==> src/common/exec_params.svh <==
`ifndef EXEC_PARAMS_SVH
`define EXEC_PARAMS_SVH

// operand and result width
`define EXEC_XLEN 32

// request tag width
`define EXEC_TAG_W 4

// consumer buffer depth, initial credit count
`define EXEC_CREDITS 4

// one restoring step per result bit
`define EXEC_DIV_STEPS `EXEC_XLEN

`endif

==> src/common/aluOpsPkg.sv <==
package aluOpsPkg;

  typedef enum logic [5:0] {
    opAnd    = 6'b000000,
    opOr     = 6'b000001,
    opAdd    = 6'b000010,
    opSll    = 6'b000011,
    opSrl    = 6'b000100,
    opXor    = 6'b000101,
    opSub    = 6'b000110,
    opSra    = 6'b000111,
    opBeq    = 6'b001000, // branch compares return 0 when taken
    opBne    = 6'b001001,
    opBlt    = 6'b001010,
    opBge    = 6'b001011,
    opBltu   = 6'b001100,
    opBgeu   = 6'b001101,
    opMul    = 6'b010000,
    opMulh   = 6'b010001,
    opMulhsu = 6'b010010,
    opMulhu  = 6'b010011,
    opDiv    = 6'b010100,
    opDivu   = 6'b010101,
    opRem    = 6'b010110,
    opRemu   = 6'b010111,
    opMin    = 6'b100000,
    opMax    = 6'b100001,
    opMinu   = 6'b100010,
    opMaxu   = 6'b100011,
    opSlt    = 6'b100101,
    opSltu   = 6'b100110
  } aluOp_e;

  // branch compares share the basic group, func[3] set
  typedef enum logic [1:0] {
    grpBasic  = 2'b00,
    grpMulDiv = 2'b01,
    grpMinMax = 2'b10, // also slt/sltu
    grpRsvd   = 2'b11
  } opGroup_e;

  typedef struct packed {
    opGroup_e   group;
    logic [3:0] func; // muldiv: [2] divide, [1] remainder, [0] unsigned
  } opFields_t;

  typedef union packed {
    aluOp_e    code;
    opFields_t fields;
  } aluOpWord_u;

endpackage

==> src/common/execPkg.sv <==
`include "exec_params.svh"

package execPkg;
  import aluOpsPkg::*;

  typedef struct packed {
    aluOpWord_u            op;
    logic [`EXEC_XLEN-1:0]  operand1;
    logic [`EXEC_XLEN-1:0]  operand2;
    logic [`EXEC_TAG_W-1:0] tag;
  } execReq_t;

  // engine to merge stage
  typedef struct packed {
    logic                   valid;
    logic [`EXEC_XLEN-1:0]  value;
    logic [`EXEC_TAG_W-1:0] tag;
  } engineResult_t;

  // output word to the consumer
  typedef struct packed {
    logic [`EXEC_XLEN-1:0]  value;
    logic                   zero;
    logic [`EXEC_TAG_W-1:0] tag;
  } execResult_t;

endpackage

==> src/issueCtrl.sv <==
`timescale 1ns/100ps
`include "exec_params.svh"

module issueCtrl import execPkg::*; import aluOpsPkg::*; (
  input  logic     clk,
  input  logic     reset,
  input  logic     reqValid,
  input  execReq_t req,
  output logic     issueReady,
  input  logic     resCredit,
  input  logic     divBusy,
  output logic     aluStart,
  output logic     divStart,
  output execReq_t engineReq
);

  localparam int CREDIT_W = $clog2(`EXEC_CREDITS + 1);

  logic [CREDIT_W-1:0] credits;
  logic                hasCredit;
  logic                isDiv;
  logic                accept;

  // divide is muldiv group with func[2] set
  assign isDiv = (req.op.fields.group == grpMulDiv) && req.op.fields.func[2];

  assign hasCredit  = (credits != '0);
  assign issueReady = hasCredit && !(divBusy && isDiv); // ALU ops may pass a running divide
  assign accept     = reqValid && issueReady;

  assign aluStart  = accept && !isDiv;
  assign divStart  = accept && isDiv;
  assign engineReq = req;

  // one credit reserved per accepted request
  always_ff @(posedge clk) begin
    if (reset) begin
      credits <= CREDIT_W'(`EXEC_CREDITS);
    end else begin
      case ({accept, resCredit})
        2'b10:   credits <= credits - 1'b1;
        2'b01:   credits <= credits + 1'b1;
        default: credits <= credits; // none, or both cancel
      endcase
    end
  end

endmodule

==> config.mk <==
export PLATFORM = sky130hd
export DESIGN_NAME = issueCtrl
export DESIGN_NICKNAME = d
export VERILOG_FILES = /design/src/common/aluOpsPkg.sv /design/src/common/execPkg.sv /design/src/issueCtrl.sv
export VERILOG_INCLUDE_DIRS = /design/src /design/src/common
export SDC_FILE = /design/constraint.sdc
export NUM_CORES = 1
export LEC_CHECK = 0
export BUFFER_PORTS_ARGS = -buffer_cell sky130_fd_sc_hd__buf_2
export CELL_PAD_IN_SITES_DETAIL_PLACEMENT = 1
export CELL_PAD_IN_SITES_GLOBAL_PLACEMENT = 2
export CORE_MARGIN = 4
export CORE_UTILIZATION = 10
export CTS_BUF_LIST = sky130_fd_sc_hd__clkbuf_8
export CTS_CLUSTER_DIAMETER = 80
export DETAILED_ROUTE_END_ITERATION = 8
export HOLD_SLACK_MARGIN = 0.06
export PLACE_DENSITY_LB_ADDON = 0.25
export SLEW_MARGIN = 0
export SYNTH_ARGS = -nofsm -noshare
export SYNTH_HDL_FRONTEND = slang
export SYNTH_SLANG_ARGS = --single-unit
==> constraint.sdc <==
create_clock -name clk -period 2.7 [get_ports clk]
set_clock_uncertainty 0.15 [all_clocks]
set_input_delay 0.135 -clock clk [delete_from_list [all_inputs] [get_ports clk]]
set_output_delay 0.135 -clock clk [all_outputs]
set_load 0.01 [all_outputs]
==> run_results.csv <==
group,metric,value,unit
run_status,status,"finished clean",
routing,wire_per_inst,8.62,µm
floorplanning,die_area,8920,µm²
pwr,vdd_drop_max,0.182,mV
sta,clock.fmax,419,MHz
final_layout,final_util,0.0600,
final_layout,syn2layout_area_growth,-41.7,%
yosys,synth_ff_type,"dfxtp_1",
sta,rsz0062_at_grt,"no",
yosys,syn_area,747,µm²
yosys,synth_nets,177,
routing,vias_per_cell,2.04,
yosys,synth_edf_count,0,
placed_design,placed_area,380,µm²
sta,fin_crit,2.39,ns
clocking,root_buffer,"clkbuf_8",
floorplanning,rows,31,
pwr,power.leakage,0.171,nW
global_route,overflow,0,
routing,first_pass_iters,2,
worst_setup_path,cp_max_fo,3,
sta,hold_violations,0,
final_layout,final_nets,122,
final_layout,largest_reg_flops,3,
sta,final_max_slew_viol_count,0,
yosys,synth_top_cell_area_share,0.744,
sta,setup_viol,0,
yosys,synth_top_cell_by_area,"buf_4",
worst_setup_path,critPathSlowestCell,"fa_1",
clocking,h-tree-depth,1,
pwr,total_power,0.302,mW
routing,first_iter_violations,4,
final_layout,reg_top3,"credits: 3 flops",
clocking,clk_latency,0.21,ns
clocking,cts_sinks,3,
global_route,grt_use_total,0.0241,
floorplanning,die_h,94.4,µm
clocking,clockBufferDepth,2,
placed_design,io_buffers,13,
global_route,grt_pass1_vias,324,
floorplanning,coreArea,7250,µm²
worst_setup_path,cp.required,2.64,ns
global_route,antenna_found_initial,0,
routing,antenna_left,0,
floorplanning,io-pin-count,156,
sta,max_slew_margin,0.830,
worst_setup_path,startpoint_type,"flop",
clocking,cts.clk_slew.worst_paths,0.03,ns
flow_run,cap_viol_max_count,0,
hold_path,min_path_type,"primary input to output port",
worst_setup_path,end_kind,"flop",
global_route,grt_max_degree,5,
clocking,tritoncts,"done",
placed_design,dp.cells,134,
worst_setup_path,max_stage_delay,0.37,ns
yosys,synthTopCellsByArea,"buf_4 74%, dfxtp_1 8.0%, fa_1 2.7%",
final_layout,drive_gt1_frac,0.400,
worst_setup_path,crit_chain,"nor3_1 -> nand2b_1 -> a21o_1 -> ha_1 -> inv_1 -> fa_1 -> xor2_1 -> o21ai_1 -> or3b_1",
worst_setup_path,path_class,"flop to flop",
clocking,cts_hold_buf,1,
worst_setup_path,path_buf_inv,1,
final_layout,fin_cells,139,
final_layout,top_register,"credits",
routing,route.detailed.drc,0,
yosys,ys_async_sr_fraction,0,
yosys,yosys-top-cells-count,"74 x buf_4, 4 x nor2_1, 3 x dfxtp_1, 2 x nor3_1, 2 x xor2_1",
yosys,synth_seq_cells,3,
global_route,grt_pass1_wl,1.63,mm
pwr,power_density,694,nW/µm²
sta,fin_crit_sh,0.884,
sta,tightest_slew,0.252,ns
clocking,post_cts_buffers,0,
final_layout,postLayoutCellArea,435,µm²
floorplanning,die_x,94.4,µm
placed_design,hpwl,1.01,mm
clocking,cts-resized-gates,0,
worst_setup_path,worst_ep_arrival_time,2.33,ns
yosys,synth_warnings,0,
worst_setup_path,cp_top_family,"simple AND/OR/NAND/NOR gates",
yosys,seq_area_frac_synth,0.0804,
final_layout,antennaDiodeCount,0,
yosys,netlist_instances,96,
routing,wl,1.20,mm
yosys,synth.distinct_cells,16,
clocking,cts_buffers,3,
placed_design,gp_congestion,0.593,
routing,route.vias.total,284,
sta,tns,0,ns
yosys,syn_avg_cell_area,7.78,µm²
floorplanning,initial_core_util,0.103,
yosys,yosysMostFrequentCell,"buf_4",
cells by family (layout without fill, tap and decap cells):
kind of cell    count (synthesis)  in the layout  share of synthesized area
compound gates                  3              3                     0.0234
xor+xnor                        2              2                     0.0235
fa+ha+maj                       2              2                     0.0435
buf+inv                        75             19                      0.749
flops                           3              3                     0.0804
mux                             1              1                     0.0134
simple gates                   10             10                     0.0670
layer usage:
layer | up-vias | GRT usage | wire [µm]
li1 | 111 | - | -
met1 | 107 | 0.0138 | 252
met2 | 40 | 0.0272 | 527
met3 | 26 | 0.0223 | 296
met4 | 0 | 0.0517 | 122
met5 | - | 0 | 0
final cells by class:
type	instances	area, µm²
clock buffer	3	41.3
sequential	3	60.1
timing repair buffer	14	75.1
fill	882	6820
tap	99	124
multi-input combinational	18	128
clock inverter	1	3.75
inverter	1	3.75
stage by stage:
stage	hold slack (ns)	setup WS, ns
after floorplan	0.0574	0.493
after global placement	0.120	0.363
after detailed placement	0.120	0.303
after CTS	0.120	0.281
after global routing	0.120	0.141
final	0.120	0.312
cells in the final DEF (no fill, tap or decap):
cell           synthesis  final
a21o_1                 1      1
ha_1                   1      1
fa_1                   1      1
nor2_1                 4      4
inv_1                  1      2
nand2_1                1      1
mux2i_1                1      1
or3b_1                 1      1
nor3_1                 2      2
clkbuf_8               0      3
nor4_1                 1      1
o21ai_1                1      1
buf_2                  0     13
a21oi_1                1      1
nand2b_1               1      1
dlygate4sd3_1          0      1
dfxtp_1                3      3
xor2_1                 2      2
power breakdown:
part | internal, mW | switching [mW]
sequential | 0.0608 | 0.0151
clock | 0.0968 | 0.0297
combinational | 0.0503 | 0.0494
path summary, 6_finish.rpt:
kind,from,to,slack [ns],cells past startpoint
setup reg to reg,credits[0],credits[2],0.31,9
setup / recovery,credits[0],credits[2],0.31,9
hold reg to reg,credits[1],credits[1],0.41,2
hold / removal,req[16],engineReq[16],0.12,0
(Power assumes the default switching activity.)
