## src/common/exec_params.svh

```systemverilog
`ifndef EXEC_PARAMS_SVH
`define EXEC_PARAMS_SVH

// operand and result width
`define EXEC_XLEN 32

// request tag width
`define EXEC_TAG_W 4

// consumer buffer depth, initial credit count
`define EXEC_CREDITS 4

// one restoring step per result bit
`define EXEC_DIV_STEPS `EXEC_XLEN

`endif

```

## src/common/aluOpsPkg.sv

```systemverilog
package aluOpsPkg;

  typedef enum logic [5:0] {
    opAnd    = 6'b000000,
    opOr     = 6'b000001,
    opAdd    = 6'b000010,
    opSll    = 6'b000011,
    opSrl    = 6'b000100,
    opXor    = 6'b000101,
    opSub    = 6'b000110,
    opSra    = 6'b000111,
    opBeq    = 6'b001000, // branch compares return 0 when taken
    opBne    = 6'b001001,
    opBlt    = 6'b001010,
    opBge    = 6'b001011,
    opBltu   = 6'b001100,
    opBgeu   = 6'b001101,
    opMul    = 6'b010000,
    opMulh   = 6'b010001,
    opMulhsu = 6'b010010,
    opMulhu  = 6'b010011,
    opDiv    = 6'b010100,
    opDivu   = 6'b010101,
    opRem    = 6'b010110,
    opRemu   = 6'b010111,
    opMin    = 6'b100000,
    opMax    = 6'b100001,
    opMinu   = 6'b100010,
    opMaxu   = 6'b100011,
    opSlt    = 6'b100101,
    opSltu   = 6'b100110
  } aluOp_e;

  // branch compares share the basic group, func[3] set
  typedef enum logic [1:0] {
    grpBasic  = 2'b00,
    grpMulDiv = 2'b01,
    grpMinMax = 2'b10, // also slt/sltu
    grpRsvd   = 2'b11
  } opGroup_e;

  typedef struct packed {
    opGroup_e   group;
    logic [3:0] func; // muldiv: [2] divide, [1] remainder, [0] unsigned
  } opFields_t;

  typedef union packed {
    aluOp_e    code;
    opFields_t fields;
  } aluOpWord_u;

endpackage

```

## src/common/execPkg.sv

```systemverilog
`include "exec_params.svh"

package execPkg;
  import aluOpsPkg::*;

  typedef struct packed {
    aluOpWord_u            op;
    logic [`EXEC_XLEN-1:0]  operand1;
    logic [`EXEC_XLEN-1:0]  operand2;
    logic [`EXEC_TAG_W-1:0] tag;
  } execReq_t;

  // engine to merge stage
  typedef struct packed {
    logic                   valid;
    logic [`EXEC_XLEN-1:0]  value;
    logic [`EXEC_TAG_W-1:0] tag;
  } engineResult_t;

  // output word to the consumer
  typedef struct packed {
    logic [`EXEC_XLEN-1:0]  value;
    logic                   zero;
    logic [`EXEC_TAG_W-1:0] tag;
  } execResult_t;

endpackage

```

## src/divider/seqDivider.sv

```systemverilog
`timescale 1ns/100ps
`include "exec_params.svh"

module seqDivider import execPkg::*; (
  input  logic          clk,
  input  logic          reset,
  input  logic          start,
  input  execReq_t      req,
  output logic          busy,
  output engineResult_t result
);

  localparam int XLEN  = `EXEC_XLEN;
  localparam int STEPS = `EXEC_DIV_STEPS;
  localparam int CNT_W = $clog2(STEPS);

  logic [CNT_W-1:0]       stepCount;
  logic [XLEN-1:0]        quo;
  logic [XLEN-1:0]        rem;
  logic [XLEN-1:0]        dvsr;
  logic [XLEN-1:0]        dividend;
  logic [`EXEC_TAG_W-1:0] tag;
  logic                   negQuo;
  logic                   negRem;
  logic                   wantRem;
  logic                   divZero;
  logic                   overflow;

  logic                   isSigned;
  logic                   dividendNeg;
  logic                   divisorNeg;
  logic [XLEN:0]          shifted;
  logic                   fits;
  logic [XLEN-1:0]        nextQuo;
  logic [XLEN-1:0]        nextRem;
  logic [XLEN-1:0]        finalValue;
  logic                   lastStep;

  assign isSigned    = !req.op.fields.func[0];
  assign dividendNeg = isSigned && req.operand1[XLEN-1];
  assign divisorNeg  = isSigned && req.operand2[XLEN-1];

  // one restoring step
  assign shifted = {rem, quo[XLEN-1]};
  assign fits    = (shifted >= {1'b0, dvsr});
  assign nextRem = fits ? XLEN'(shifted - {1'b0, dvsr}) : shifted[XLEN-1:0];
  assign nextQuo = {quo[XLEN-2:0], fits};

  assign lastStep = busy && (stepCount == CNT_W'(STEPS - 1));

  always_comb begin
    if (divZero) begin
      finalValue = wantRem ? dividend : '1;
    end else if (overflow) begin
      finalValue = wantRem ? '0 : dividend;
    end else if (wantRem) begin
      finalValue = negRem ? -nextRem : nextRem; // remainder takes dividend sign
    end else begin
      finalValue = negQuo ? -nextQuo : nextQuo;
    end
  end

  always_ff @(posedge clk) begin
    if (reset) begin
      busy         <= 1'b0;
      stepCount    <= '0;
      result.valid <= 1'b0;
    end else begin
      result.valid <= lastStep;
      if (start) begin
        busy      <= 1'b1;
        stepCount <= '0;
      end else if (busy) begin
        stepCount <= stepCount + 1'b1;
        if (lastStep) begin
          busy <= 1'b0;
        end
      end
    end
  end

  always_ff @(posedge clk) begin
    if (start) begin
      quo      <= dividendNeg ? -req.operand1 : req.operand1; // magnitudes
      dvsr     <= divisorNeg ? -req.operand2 : req.operand2;
      rem      <= '0;
      dividend <= req.operand1;
      tag      <= req.tag;
      negQuo   <= dividendNeg ^ divisorNeg;
      negRem   <= dividendNeg;
      wantRem  <= req.op.fields.func[1];
      divZero  <= (req.operand2 == '0);
      overflow <= isSigned && (req.operand1 == {1'b1, {(XLEN-1){1'b0}}})
                  && (req.operand2 == '1);
    end else if (busy) begin
      quo <= nextQuo;
      rem <= nextRem;
    end
    if (lastStep) begin
      result.value <= finalValue;
      result.tag   <= tag;
    end
  end

endmodule

```

## config.mk

```make
export PLATFORM = sky130hd
export DESIGN_NAME = seqDivider
export DESIGN_NICKNAME = d
export VERILOG_FILES = /design/src/common/aluOpsPkg.sv /design/src/common/execPkg.sv /design/src/divider/seqDivider.sv
export VERILOG_INCLUDE_DIRS = /design/src /design/src/common
export SDC_FILE = /design/constraint.sdc
export NUM_CORES = 1
export LEC_CHECK = 0
export BUFFER_PORTS_ARGS = -buffer_cell sky130_fd_sc_hd__buf_2
export CORE_MARGIN = 3
export CORE_UTILIZATION = 44
export CTS_CLUSTER_DIAMETER = 200
export DETAILED_ROUTE_END_ITERATION = 8
export PLACE_DENSITY = 0.68
export SLEW_MARGIN = 20
export SYNTH_ARGS = -nofsm -noshare
export SYNTH_HDL_FRONTEND = slang
export SYNTH_SLANG_ARGS = --single-unit
```

## constraint.sdc

```tcl
create_clock -name clk -period 7.32 [get_ports clk]
set_clock_uncertainty 0.15 [all_clocks]
set_input_delay 0 -clock clk [delete_from_list [all_inputs] [get_ports clk]]
set_output_delay 0 -clock clk [all_outputs]
set_load 0.02 [all_outputs]
```

==> flow_summary.ini <==
[timing]
setup_viol = 0
layout_min_cycle_time_ns = 5.86
finalHoldViolCount = 0
fin_crit_sh_pct = 80.0
max_slew_margin_pct = 34.3
layout_setup_ws_ns = 1.46
slew_violations = 0
setup_tns_ns = 0
fmax_mhz = 171
rsz0062_at_grt = no
tightestPinTransition_ns = 0.986

[floorplan]
core-area_sq_mm = 0.0279
io_pins = 115
die_area_sq_mm = 0.0306
initial_core_util_pct = 44.9
row_count = 61
die_h_um = 175
fp.dieW_um = 175

[power_and_ir_drop]
power_switching_uw = 1220
p_sw_share_pct = 37.1
power_uw = 3290
power.leakage_uw = 0.00560
p_int_uw = 2070
power.share.clock_pct = 29.6
power_density_mw_per_mm2 = 222
comb_power_share_pct = 31.9
pwr-share-seq_pct = 38.5
ir_drop_uv = 144

[flow_run]
drv_cap = 0

[synth]
synth-edff-count = 141
ys_warn_count = 0
synth_top_family_by_area = compound AO/OA/AOI/OAI gates
ys_async_sr_fraction_pct = 0
synthAdderAreaFrac_pct = 4.05
synth_area_per_cell_sq_um = 9.02
syn-cell-area_sq_mm = 0.0125
synth-seq-cells = 180
synth-xor-area-share_pct = 9.84
yosys_most_used_dff = edfxtp_1
synth-simple-area-share_pct = 18.0
syn_inst = 1391
ys_seq_area_share_pct = 40.0
synth_nets = 1508
muxShareOfSynthArea_pct = 2.17
synth_compound_area_share_pct = 21.7
ys_types = 88

[setup_path]
critPathKind = flop to flop
startpoint = rem[16]$_SDFFE_PP0P_
endpoint = result[16]$_DFFE_PP_
worstRegToRegCells = 18
cp-start-kind = flop
rr_startpoint = rem[16]$_SDFFE_PP0P_
required_ns = 7.35
endpoint_kind = flop
crit_fanout = 31
r2r-end = result[16]$_DFFE_PP_
regToRegSetupSlack_ns = 1.46
arrival_ns = 5.89

[place]
place_ws_ns = 1.57
port_buffers = 110
gp_congestion = 0.977
dp_hpwl_mm = 26.6

[grt]
grt_start_max_net_pins = 104
track_usage_pct = 24.2
antenna_found_initial = 0
grt_pass1_vias = 10800
grt_overflow_total = 0
grt_pass1_wl_mm = 59.3

[finish]
syn2layout_area_growth_pct = 18.3
fin_nets = 1660
antennaDiodeCount = 0
drive_gt1_share_pct = 12.0

[route]
routed_wl_mm = 37.7
routed_via_density = 5.93
dr.pass1.iters = 5
vias = 11474
wl_per_cell_um = 19.5
drtIter0Drc = 1180
remaining_drc_errors = 0
antenna_left = 0

[clocking]
clock_path_buffers = 2
cts-root-buf = clkbuf_16
clkLatencyLatePin_ns = 0.44
cts_tree = done
ctsResizeCount = 0
cts_buffers = 17
cts_num_sinks = 180
clkTransAtPathRegs_ns = 0.09
htreeDepth = 4
postCtsSetupBuffers = 0

[worst_hold_path]
hp-class = primary input to flop

[run_status]
status = finished clean
## power by group through the flow
stage          combinational, uW  clock [uW]  sequential, uW
5_1_grt                     1150        1020            1280
4_1_cts                     1030         978            1270
2_1_floorplan                733           0            1260
6_report                    1050         971            1270
3_3_place_gp                 973           0            1290
3_5_place_dp                 986           0            1290
## timing repair
item	CTS	global route
endpoints found under the hold margin	115	0
endpoints found under the setup margin	0	0
hold buffers	89	0
## cell type report
| class | count | area, sq um |
|---|---|---|
| Clock buffer | 17 | 425 |
| Clock inverter | 15 | 205 |
| Fill cell | 2542 | 13100 |
| Inverter | 55 | 209 |
| Multi-Input combinational cell | 1082 | 7000 |
| Sequential cell | 180 | 5020 |
| Tap cell | 378 | 473 |
| Timing Repair Buffer | 207 | 1510 |
## logic make-up (layout without fill, tap and decap cells)
family,Yosys count,count (layout)
xor gates and xnor gates,141,141
adders and majority gates,40,40
muxes,27,27
AOI/OAI and AO/OA,406,406
DFF,180,180
buffers and inverters,129,294
and+or+nand+nor,468,468
## placed cells by master (no fill, tap or decap), types with 54 or more instances in the layout
cell type | Yosys | routed
nor2_1 | 181 | 181
a21oi_1 | 130 | 130
edfxtp_1 | 141 | 141
dlygate4sd3_1 | 0 | 89
xnor2_1 | 65 | 65
nand2_1 | 102 | 102
o21ai_0 | 62 | 62
xor2_1 | 76 | 76
inv_1 | 54 | 54
buf_2 | 13 | 109
## routing by layer
metal	global-route usage [%]	wire (um)	up-vias
met1	33.1	16500	5467
li1	-	-	5460
met2	39.0	17500	461
met3	3.59	2340	86
met5	0	0	-
met4	9.11	1290	0
## registers in the layout (all words and copies together) (netlist names)
signal / flops
dvsr: 32
divZero: 1
dividend: 32
negQuo: 1
rem: 32
wantRem: 1
quo: 32
overflow: 1
stepCount: 5
busy: 1
negRem: 1
tag: 4
result: 37
## synth_stat cells (all sizes together), types with 5 or more instances
cell	count	area [sq um]
or2	6	37.5
and2	10	62.6
inv	55	209
nor2b	10	62.6
o41ai	13	133
nand2b	11	68.8
nand4	21	146
a21boi	11	82.6
a41oi	5	51.3
a31oi	16	100
mux2i	25	250
o22ai	9	62.6
nor4	15	100
xnor2	65	569
edfxtp	141	4230
and3	5	31.3
nand2	102	383
o21ai	76	380
a211oi	39	315
nor2	181	679
or4	19	158
nor3	38	200
o21a	6	45.0
a221oi	8	70.1
a311oi	5	43.8
ha	39	488
o221ai	13	114
o31ai	27	240
a21o	8	60.1
nand3	19	95.1
buf	19	118
dfxtp	39	781
o211ai	5	42.5
xor2	76	666
or3	15	98.8
nor3b	5	37.5
clkbuf	55	206
a21oi	133	677
## worst min-delay path by stage
| stage | cells after the start | startpoint | slack (ns) | endpoint |
|---|---|---|---|---|
| 4_1_cts | 2 | req[1] | 0.1 | tag[1]$_DFFE_PP_ |
| 3_3_place_gp | 1 | req[1] | 0.03 | tag[1]$_DFFE_PP_ |
| 2_1_floorplan | 1 | reset | -0.08 | result[36]$_SDFF_PP0_ |
| 3_5_place_dp | 1 | req[1] | 0.03 | tag[1]$_DFFE_PP_ |
| 5_1_grt | 2 | req[3] | 0.11 | tag[3]$_DFFE_PP_ |
| 6_report | 2 | req[2] | 0.12 | tag[2]$_DFFE_PP_ |
## critical path, stage by stage, from the launching register on
cell and delay [ns]:
dfxtp_1 0.39, ha_1 0.50, nand4_1 0.18, or2_1 0.27, a211o_1 0.28, a41oi_2 0.46
or2_2 0.68, mux2i_1 0.35, ha_1 0.27, nand3_1 0.16, or3_1 0.39, or3_1 0.34
o31ai_1 0.24, a31o_2 0.18, a21boi_1 0.19, xnor2_1 0.16, o21ai_1 0.12, o21ai_0 0.14
o221ai_1 0.14
## stage by stage
| stage | std cells | hold slack [ns] | area [sq um] | util (%) |
|---|---|---|---|---|
| after floorplan | 1391 | -0.0784 | 12500 | - |
| after CTS | 1934 | 0.0980 | 14800 | 53.1 |
| after global routing | 1934 | 0.114 | 14800 | 53.1 |
| after detailed placement | 1813 | 0.0317 | 13300 | 47.7 |
| final | 1934 | 0.123 | 14800 | 53.1 |
| after global placement | 1813 | 0.0282 | 13300 | 47.7 |
No activity file was read; power rests on OpenSTA's default activity.
