[src/common/exec_params.svh]
`ifndef EXEC_PARAMS_SVH
`define EXEC_PARAMS_SVH

// operand and result width
`define EXEC_XLEN 32

// request tag width
`define EXEC_TAG_W 4

// consumer buffer depth, initial credit count
`define EXEC_CREDITS 4

// one restoring step per result bit
`define EXEC_DIV_STEPS `EXEC_XLEN

`endif

[src/common/aluOpsPkg.sv]
package aluOpsPkg;

  typedef enum logic [5:0] {
    opAnd    = 6'b000000,
    opOr     = 6'b000001,
    opAdd    = 6'b000010,
    opSll    = 6'b000011,
    opSrl    = 6'b000100,
    opXor    = 6'b000101,
    opSub    = 6'b000110,
    opSra    = 6'b000111,
    opBeq    = 6'b001000, // branch compares return 0 when taken
    opBne    = 6'b001001,
    opBlt    = 6'b001010,
    opBge    = 6'b001011,
    opBltu   = 6'b001100,
    opBgeu   = 6'b001101,
    opMul    = 6'b010000,
    opMulh   = 6'b010001,
    opMulhsu = 6'b010010,
    opMulhu  = 6'b010011,
    opDiv    = 6'b010100,
    opDivu   = 6'b010101,
    opRem    = 6'b010110,
    opRemu   = 6'b010111,
    opMin    = 6'b100000,
    opMax    = 6'b100001,
    opMinu   = 6'b100010,
    opMaxu   = 6'b100011,
    opSlt    = 6'b100101,
    opSltu   = 6'b100110
  } aluOp_e;

  // branch compares share the basic group, func[3] set
  typedef enum logic [1:0] {
    grpBasic  = 2'b00,
    grpMulDiv = 2'b01,
    grpMinMax = 2'b10, // also slt/sltu
    grpRsvd   = 2'b11
  } opGroup_e;

  typedef struct packed {
    opGroup_e   group;
    logic [3:0] func; // muldiv: [2] divide, [1] remainder, [0] unsigned
  } opFields_t;

  typedef union packed {
    aluOp_e    code;
    opFields_t fields;
  } aluOpWord_u;

endpackage

[src/common/execPkg.sv]
`include "exec_params.svh"

package execPkg;
  import aluOpsPkg::*;

  typedef struct packed {
    aluOpWord_u            op;
    logic [`EXEC_XLEN-1:0]  operand1;
    logic [`EXEC_XLEN-1:0]  operand2;
    logic [`EXEC_TAG_W-1:0] tag;
  } execReq_t;

  // engine to merge stage
  typedef struct packed {
    logic                   valid;
    logic [`EXEC_XLEN-1:0]  value;
    logic [`EXEC_TAG_W-1:0] tag;
  } engineResult_t;

  // output word to the consumer
  typedef struct packed {
    logic [`EXEC_XLEN-1:0]  value;
    logic                   zero;
    logic [`EXEC_TAG_W-1:0] tag;
  } execResult_t;

endpackage

[src/resultMerge.sv]
`timescale 1ns/100ps

module resultMerge import execPkg::*; (
  input  logic          clk,
  input  logic          reset,
  input  engineResult_t aluResult,
  input  engineResult_t divResult,
  output logic          resValid,
  output execResult_t   res
);

  engineResult_t heldDiv;
  engineResult_t pick;
  logic          holdLoad;
  logic          holdKeep;

  // ALU first, then a held divide, then a fresh divide
  always_comb begin
    if (aluResult.valid) begin
      pick = aluResult;
    end else if (heldDiv.valid) begin
      pick = heldDiv;
    end else begin
      pick = divResult;
    end
  end

  assign holdLoad = divResult.valid && (aluResult.valid || heldDiv.valid);
  assign holdKeep = heldDiv.valid && aluResult.valid && !divResult.valid;

  always_ff @(posedge clk) begin
    if (reset) begin
      resValid      <= 1'b0;
      heldDiv.valid <= 1'b0;
    end else begin
      resValid      <= pick.valid;
      heldDiv.valid <= holdLoad || holdKeep;
    end
  end

  always_ff @(posedge clk) begin
    if (pick.valid) begin
      res.value <= pick.value;
      res.zero  <= (pick.value == '0);
      res.tag   <= pick.tag;
    end
    if (holdLoad) begin
      heldDiv.value <= divResult.value;
      heldDiv.tag   <= divResult.tag;
    end
  end

endmodule

[config.mk]
export PLATFORM = sky130hd
export DESIGN_NAME = resultMerge
export DESIGN_NICKNAME = d
export VERILOG_FILES = /design/src/common/aluOpsPkg.sv /design/src/common/execPkg.sv /design/src/resultMerge.sv
export VERILOG_INCLUDE_DIRS = /design/src /design/src/common
export SDC_FILE = /design/constraint.sdc
export NUM_CORES = 1
export LEC_CHECK = 0
export ABC_AREA = 1
export BUFFER_PORTS_ARGS = -buffer_cell sky130_fd_sc_hd__clkbuf_2
export CAP_MARGIN = 20
export CORE_MARGIN = 5
export CORE_UTILIZATION = 52
export CTS_BUF_LIST = sky130_fd_sc_hd__clkbuf_8
export DETAILED_ROUTE_END_ITERATION = 8
export PLACE_DENSITY_LB_ADDON = 0.1
export SETUP_SLACK_MARGIN = 0.1
export SLEW_MARGIN = 20
export SYNTH_ARGS = -nofsm -noshare
export SYNTH_HDL_FRONTEND = slang
export SYNTH_SLANG_ARGS = --single-unit
[constraint.sdc]
create_clock -name clk -period 4.69 [get_ports clk]
set_clock_uncertainty 0.15 [all_clocks]
set_input_delay 0.938 -clock clk [delete_from_list [all_inputs] [get_ports clk]]
set_output_delay 0.938 -clock clk [all_outputs]
set_load 0.03 [all_outputs]
==> results of run 1 <==
## metrics by stage
stage / hold slack, ps / total power, mW / cells
after floorplan: 414.1 / 0.9881 / 337
after global placement: 453.4 / 1.073 / 516
after detailed placement: 467.2 / 1.077 / 516
after CTS: 489.1 / 1.652 / 532
after global routing: 520.0 / 1.710 / 532
final: 481.4 / 1.632 / 532
## power breakdown
group	switching, mW	internal [mW]	leakage [nW]
Combinational	0.172	0.0777	1.15
Sequential	0.0140	0.797	0.732
Clock	0.225	0.347	0.116
## cell usage in the layout, fill, tap and decap left out, drive strengths merged
| cell | synthesis | routed |
|---|---|---|
| edfxtp | 73 | 73 |
| inv | 40 | 40 |
| nand3 | 33 | 33 |
| a31oi | 1 | 1 |
| nor2 | 10 | 10 |
| nand4 | 3 | 3 |
| nand2 | 113 | 113 |
| o21ai | 4 | 4 |
| a21oi | 10 | 10 |
| or2 | 28 | 28 |
| clkbuf | 3 | 122 |
| dfxtp | 2 | 2 |
| bufinv | 0 | 3 |
| buf | 12 | 4 |
| clkinv | 5 | 9 |
## final cells by class
type	count	area, sq um
inverters	45	168.9
well taps	77	96.34
flip-flops and latches	75	2232
multi-input cells	202	913.4
clock inverters	7	106.4
fillers	537	2113
clock buffers	9	123.9
repair buffers	117	595.6
## metal layers
| metal | part of all wire [%] | vias to the layer above | GRT usage [%] |
|---|---|---|---|
| li1 | - | 1318 | - |
| met5 | 0 | - | 0 |
| met3 | 6.8 | 17 | 4.583 |
| met2 | 47 | 88 | 27.72 |
| met1 | 44 | 1089 | 25.08 |
| met4 | 2.4 | 0 | 8.437 |
## flip-flops by register name, indices dropped and copies added, names as in the netlist
register  flops
res          37
resValid      1
heldDiv      37
## logic make-up after synthesis
family | Yosys count | share of synthesized area (%)
AND/OR/NAND/NOR | 187 | 24.28
flip-flops | 75 | 66.03
buffers and inverters | 60 | 7.439
AO/OA/AOI/OAI | 15 | 2.257
## critical path, stage by stage
cell	delay (ps)
clkbuf_2	130
inv_2	760
nand3_2	560
buf_4	400
## worst max-delay path by stage
stage	start	end	slack (ps)	depth (start not counted)
floorplan	aluResult[36]	heldDiv[0]	990	4
global placement	aluResult[36]	res[9]	1500	4
detailed placement	aluResult[36]	res[18]	1420	4
CTS	aluResult[36]	res[18]	1790	4
global route	aluResult[36]	res[17]	1580	4
finish	aluResult[36]	res[25]	1800	4
==> impl_metrics.tcl, run 1 <==
set metrics [dict create \
    vias 2512 \
    p_per_area_nw_per_um2 385.3 \
    antenna_found_initial 0 \
    holdPathEnd "res[3]" \
    crit_path_start_kind "input pin" \
    final.period_utilization_pct 61.67 \
    cts.path.max_buffers 2 \
    clk_pin_slew_ps 70 \
    tightest_slew_ps 1050 \
    ys_types 20 \
    design.core.area_sq_um 6350 \
    syn_to_final_growth_pct 25.31 \
    viasPerCell 4.722 \
    start_util_pct 53.24 \
    hold_buffers 0 \
    synth_edf_count 73 \
    rr_startpoint "heldDiv[36]" \
    cts_resized 0 \
    yosys-top-cells-count "nand2_1, edfxtp_1, inv_1" \
    pre_cts_slack_ps 1424 \
    nets 526 \
    finalWorstSetupSlack_ps 1798 \
    fp.dieH_um 90.63 \
    clock-sinks 75 \
    synthArstFlopShare_pct 0 \
    post_cts_buffers 0 \
    fin_setup_tns_ps 0 \
    grt_first_pass_wirelength_mm 11.99 \
    rows 29 \
    grt_setup_unrepaired "no" \
    synth_area_sq_um 3381 \
    grtUsageTotal_pct 18.41 \
    vdd_drop_max_uv 234.8 \
    synth.net_count 413 \
    place_area_sq_um 4006 \
    synth.avg_cell_area_sq_um 10.03 \
    status "complete, no violations" \
    hold_viol 0 \
    ant_nets 0 \
    io_pins 114 \
    cts_inserted_buffers 9 \
    cap_violations 0 \
    fin_util_pct 66.72 \
    required_ps 4610 \
    cts_tree "built" \
    holdPathStages 2 \
    clock_latency_ps 340 \
    diodes 0 \
    slew_viol_final 0 \
    crit_arrival_ps 2810 \
    reg2reg_depth 4 \
    reg2reg_slack_ps 2530 \
    synthCells 337 \
    fmax_mhz 345.7 \
    worstSetupEndpointType "flip-flop" \
    fin_crit_ps 2892 \
    yosysWarnings 0 \
    hp-start "heldDiv[3]" \
    cts-root-buf "clkbuf_8" \
    worstSetupPathType "input pin to flip-flop" \
    yosysSeqAreaShare_pct 66.03 \
    die_w_um 90.63 \
    synth.top_cell.area_share_pct 64.84 \
    wl_per_cell_um 13.89 \
    p_leak_nw 2.001 \
    grt_max_degree 72 \
    grt_pass1_vias 2518 \
    die_area_sq_um 8214 \
    path_max_fanout 71 \
    fin_area_sq_um 4237 \
    first_pass_iters 4 \
    synth_area_leader_cell "edfxtp_1" \
    ys_seq_elements 75 \
    hold_class "flip-flop to flip-flop" \
    htreeDepth 3 \
    place_hpwl_mm 5.283 \
    synth_most_common_cell "nand2_1" \
    yosys-top-cells-area "edfxtp_1, nand2_1, nand3_1, inv_1, or2_0" \
    dr.first_iter.drc_count 121 \
    io_buffers 113 \
    gp_congestion 0.8065 \
    finalSetupViolCount 0 \
    reg2reg_to "res[25]" \
    overflow 0 \
    max-slew-margin-rel_pct 29.90 \
    drt-total-wl_mm 7.389 \
    ys.flop_type "edfxtp_1" \
    drc_errors 0 \
    drive_gt1_share_pct 29.89 \
]
No activity file was read; power rests on OpenSTA's default activity.
==> run 2, diff against run 1 <==
- CORE_UTILIZATION: 52 -> 47
- clock period: 4.69 -> 2.6 ns (I/O delays scaled with it)
==> run 2 against run 1 <==
Net effect:
- via count is 2.1% higher
- routed wire length is 4.1% higher
- sequential share of layout area is 0.62 points lower
- final cell count is 4.9% higher
- total power is 76% higher
- largest power group unchanged
- highest routed layer unchanged
==> impl_metrics.tcl, run 2 (synthesized netlist as in run 1, its figures left out) <==
set metrics [dict create \
    status "complete, no violations" \
    grt_pass1_vias 2554 \
    cpMostUsedCell "nand2_1" \
    io_buffers 113 \
    max-slew-margin-rel_pct 70.15 \
    cap_violations 0 \
    path_max_fanout 39 \
    fin_util_pct 60.06 \
    layout.cells.most_common_list "nand2_1, clkbuf_2, edfxtp_1" \
    start_util_pct 47.37 \
    clock-sinks 75 \
    wl_per_cell_um 13.78 \
    cts-root-buf "clkbuf_8" \
    cp_cell_sequence "inv_1 > buf_4 > nand2_1 > nand3_1 > o21ai_0 > nand2_1 > clkinv_1 > nand2_1 > nor2_1 > nand2_1 > nor2_1" \
    pre_cts_slack_ps 603.8 \
    rows 31 \
    grt_first_pass_wirelength_mm 12.15 \
    hold_buffers 0 \
    critical-path-max-stage-delay_ps 390 \
    cts.path.max_buffers 2 \
    diodes 0 \
    crit_path_start_kind "flip-flop" \
    cts_tree "built" \
    drive_gt1_share_pct 30.72 \
    worstSetupEndpointType "flip-flop" \
    final.period_utilization_pct 69.71 \
    cts_resized 0 \
    grt_setup_unrepaired "no" \
    gp_congestion 0.8179 \
    hold_viol 0 \
    p_per_area_nw_per_um2 671.6 \
    io_pins 114 \
    reg.largest.list "heldDiv (37), res (37), resValid (1)" \
    p_leak_nw 2.024 \
    post_cts_buffers 0 \
    nets 530 \
    fmax_mhz 551.7 \
    tightest_slew_ps 447.7 \
    antenna_found_initial 0 \
    design.core.area_sq_um 7137 \
    htreeDepth 3 \
    fp.dieH_um 94.81 \
    syn_to_final_growth_pct 26.79 \
    finalWorstSetupSlack_ps 787.6 \
    drc_errors 0 \
    overflow 0 \
    ant_nets 0 \
    clk_pin_slew_ps 80 \
    vdd_drop_max_uv 316.7 \
    vias 2564 \
    worstSetupPathType "flip-flop to flip-flop" \
    place_hpwl_mm 5.525 \
    viasPerCell 4.595 \
    crit_arrival_ps 1760 \
    dr.first_iter.drc_count 157 \
    fin_crit_ps 1812 \
    hold_class "input pin to flip-flop" \
    clock_latency_ps 340 \
    grtUsageTotal_pct 18.02 \
    slowest_stage "buf_4" \
    die_w_um 94.81 \
    cts_inserted_buffers 9 \
    drt-total-wl_mm 7.692 \
    slew_viol_final 0 \
    required_ps 2540 \
    die_area_sq_um 8989 \
    first_pass_iters 4 \
    finalSetupViolCount 0 \
    fin_setup_tns_ps 0 \
    grt_max_degree 56 \
]
[run 2: cell types whose count changed in the layout (fill, tap and decap cells not counted)]
cell / change
bufinv_16: -1
clkinv_1: -3
inv_1: +2
clkinv_2: +1
buf_4: +3
clkinv_4: +1
buf_12: +1
[run 2: per-layer routing]
layer  wire length (um)  track usage, %  vias to the layer above
met5                  0               0                        -
met1               3452           24.40                     1138
met2               3598           27.30                       86
met3                479           3.984                       15
met4                162           9.135                        0
li1                   -               -                     1325
[run 2: final timing paths]
path / slack, ps / cells after the start / to / startpoint
worst max-delay path: 790 / 11 / res[4] / heldDiv[36]
worst min-delay path: 200 / 2 / heldDiv[36] / reset
worst max register to register: 790 / 11 / res[4] / heldDiv[36]
worst min register to register: 470 / 2 / res[1] / heldDiv[1]
[run 2: power breakdown]
part	internal (mW)	switching, mW	leakage (nW)
clock network	0.532	0.425	0.116
logic	0.147	0.315	1.18
registers	1.44	0.0233	0.732
[run 2: final cells by class]
| class | instances | area (sq um) |
|---|---|---|
| flip-flops and latches | 75 | 2232 |
| repair buffers | 121 | 638.1 |
| clock buffers | 9 | 123.9 |
| well taps | 99 | 123.9 |
| fillers | 645 | 2850 |
| inverters | 45 | 168.9 |
| clock inverters | 7 | 86.33 |
| multi-input cells | 202 | 913.4 |
[run 2: critical path, delay by kind of cell, from the launching register on]
| kind | cells | cell delay [ps] |
|---|---|---|
| buffers and inverters | 3 | 500 |
| and+or+nand+nor | 7 | 460 |
| DFF | 1 | 320 |
| AOI/OAI and AO/OA | 1 | 120 |
[run 2: per-stage QoR]
step           cell area [sq um]  hold slack, ps  cells  power [mW]
6_report                    4287           198.1    558       2.879
5_1_grt                     4287           186.5    558       3.021
4_1_cts                     4287           181.2    558       2.902
3_5_place_dp                4076           443.9    542       1.953
3_3_place_gp                4076           452.8    542       1.946
2_1_floorplan               3390           414.1    337       1.782
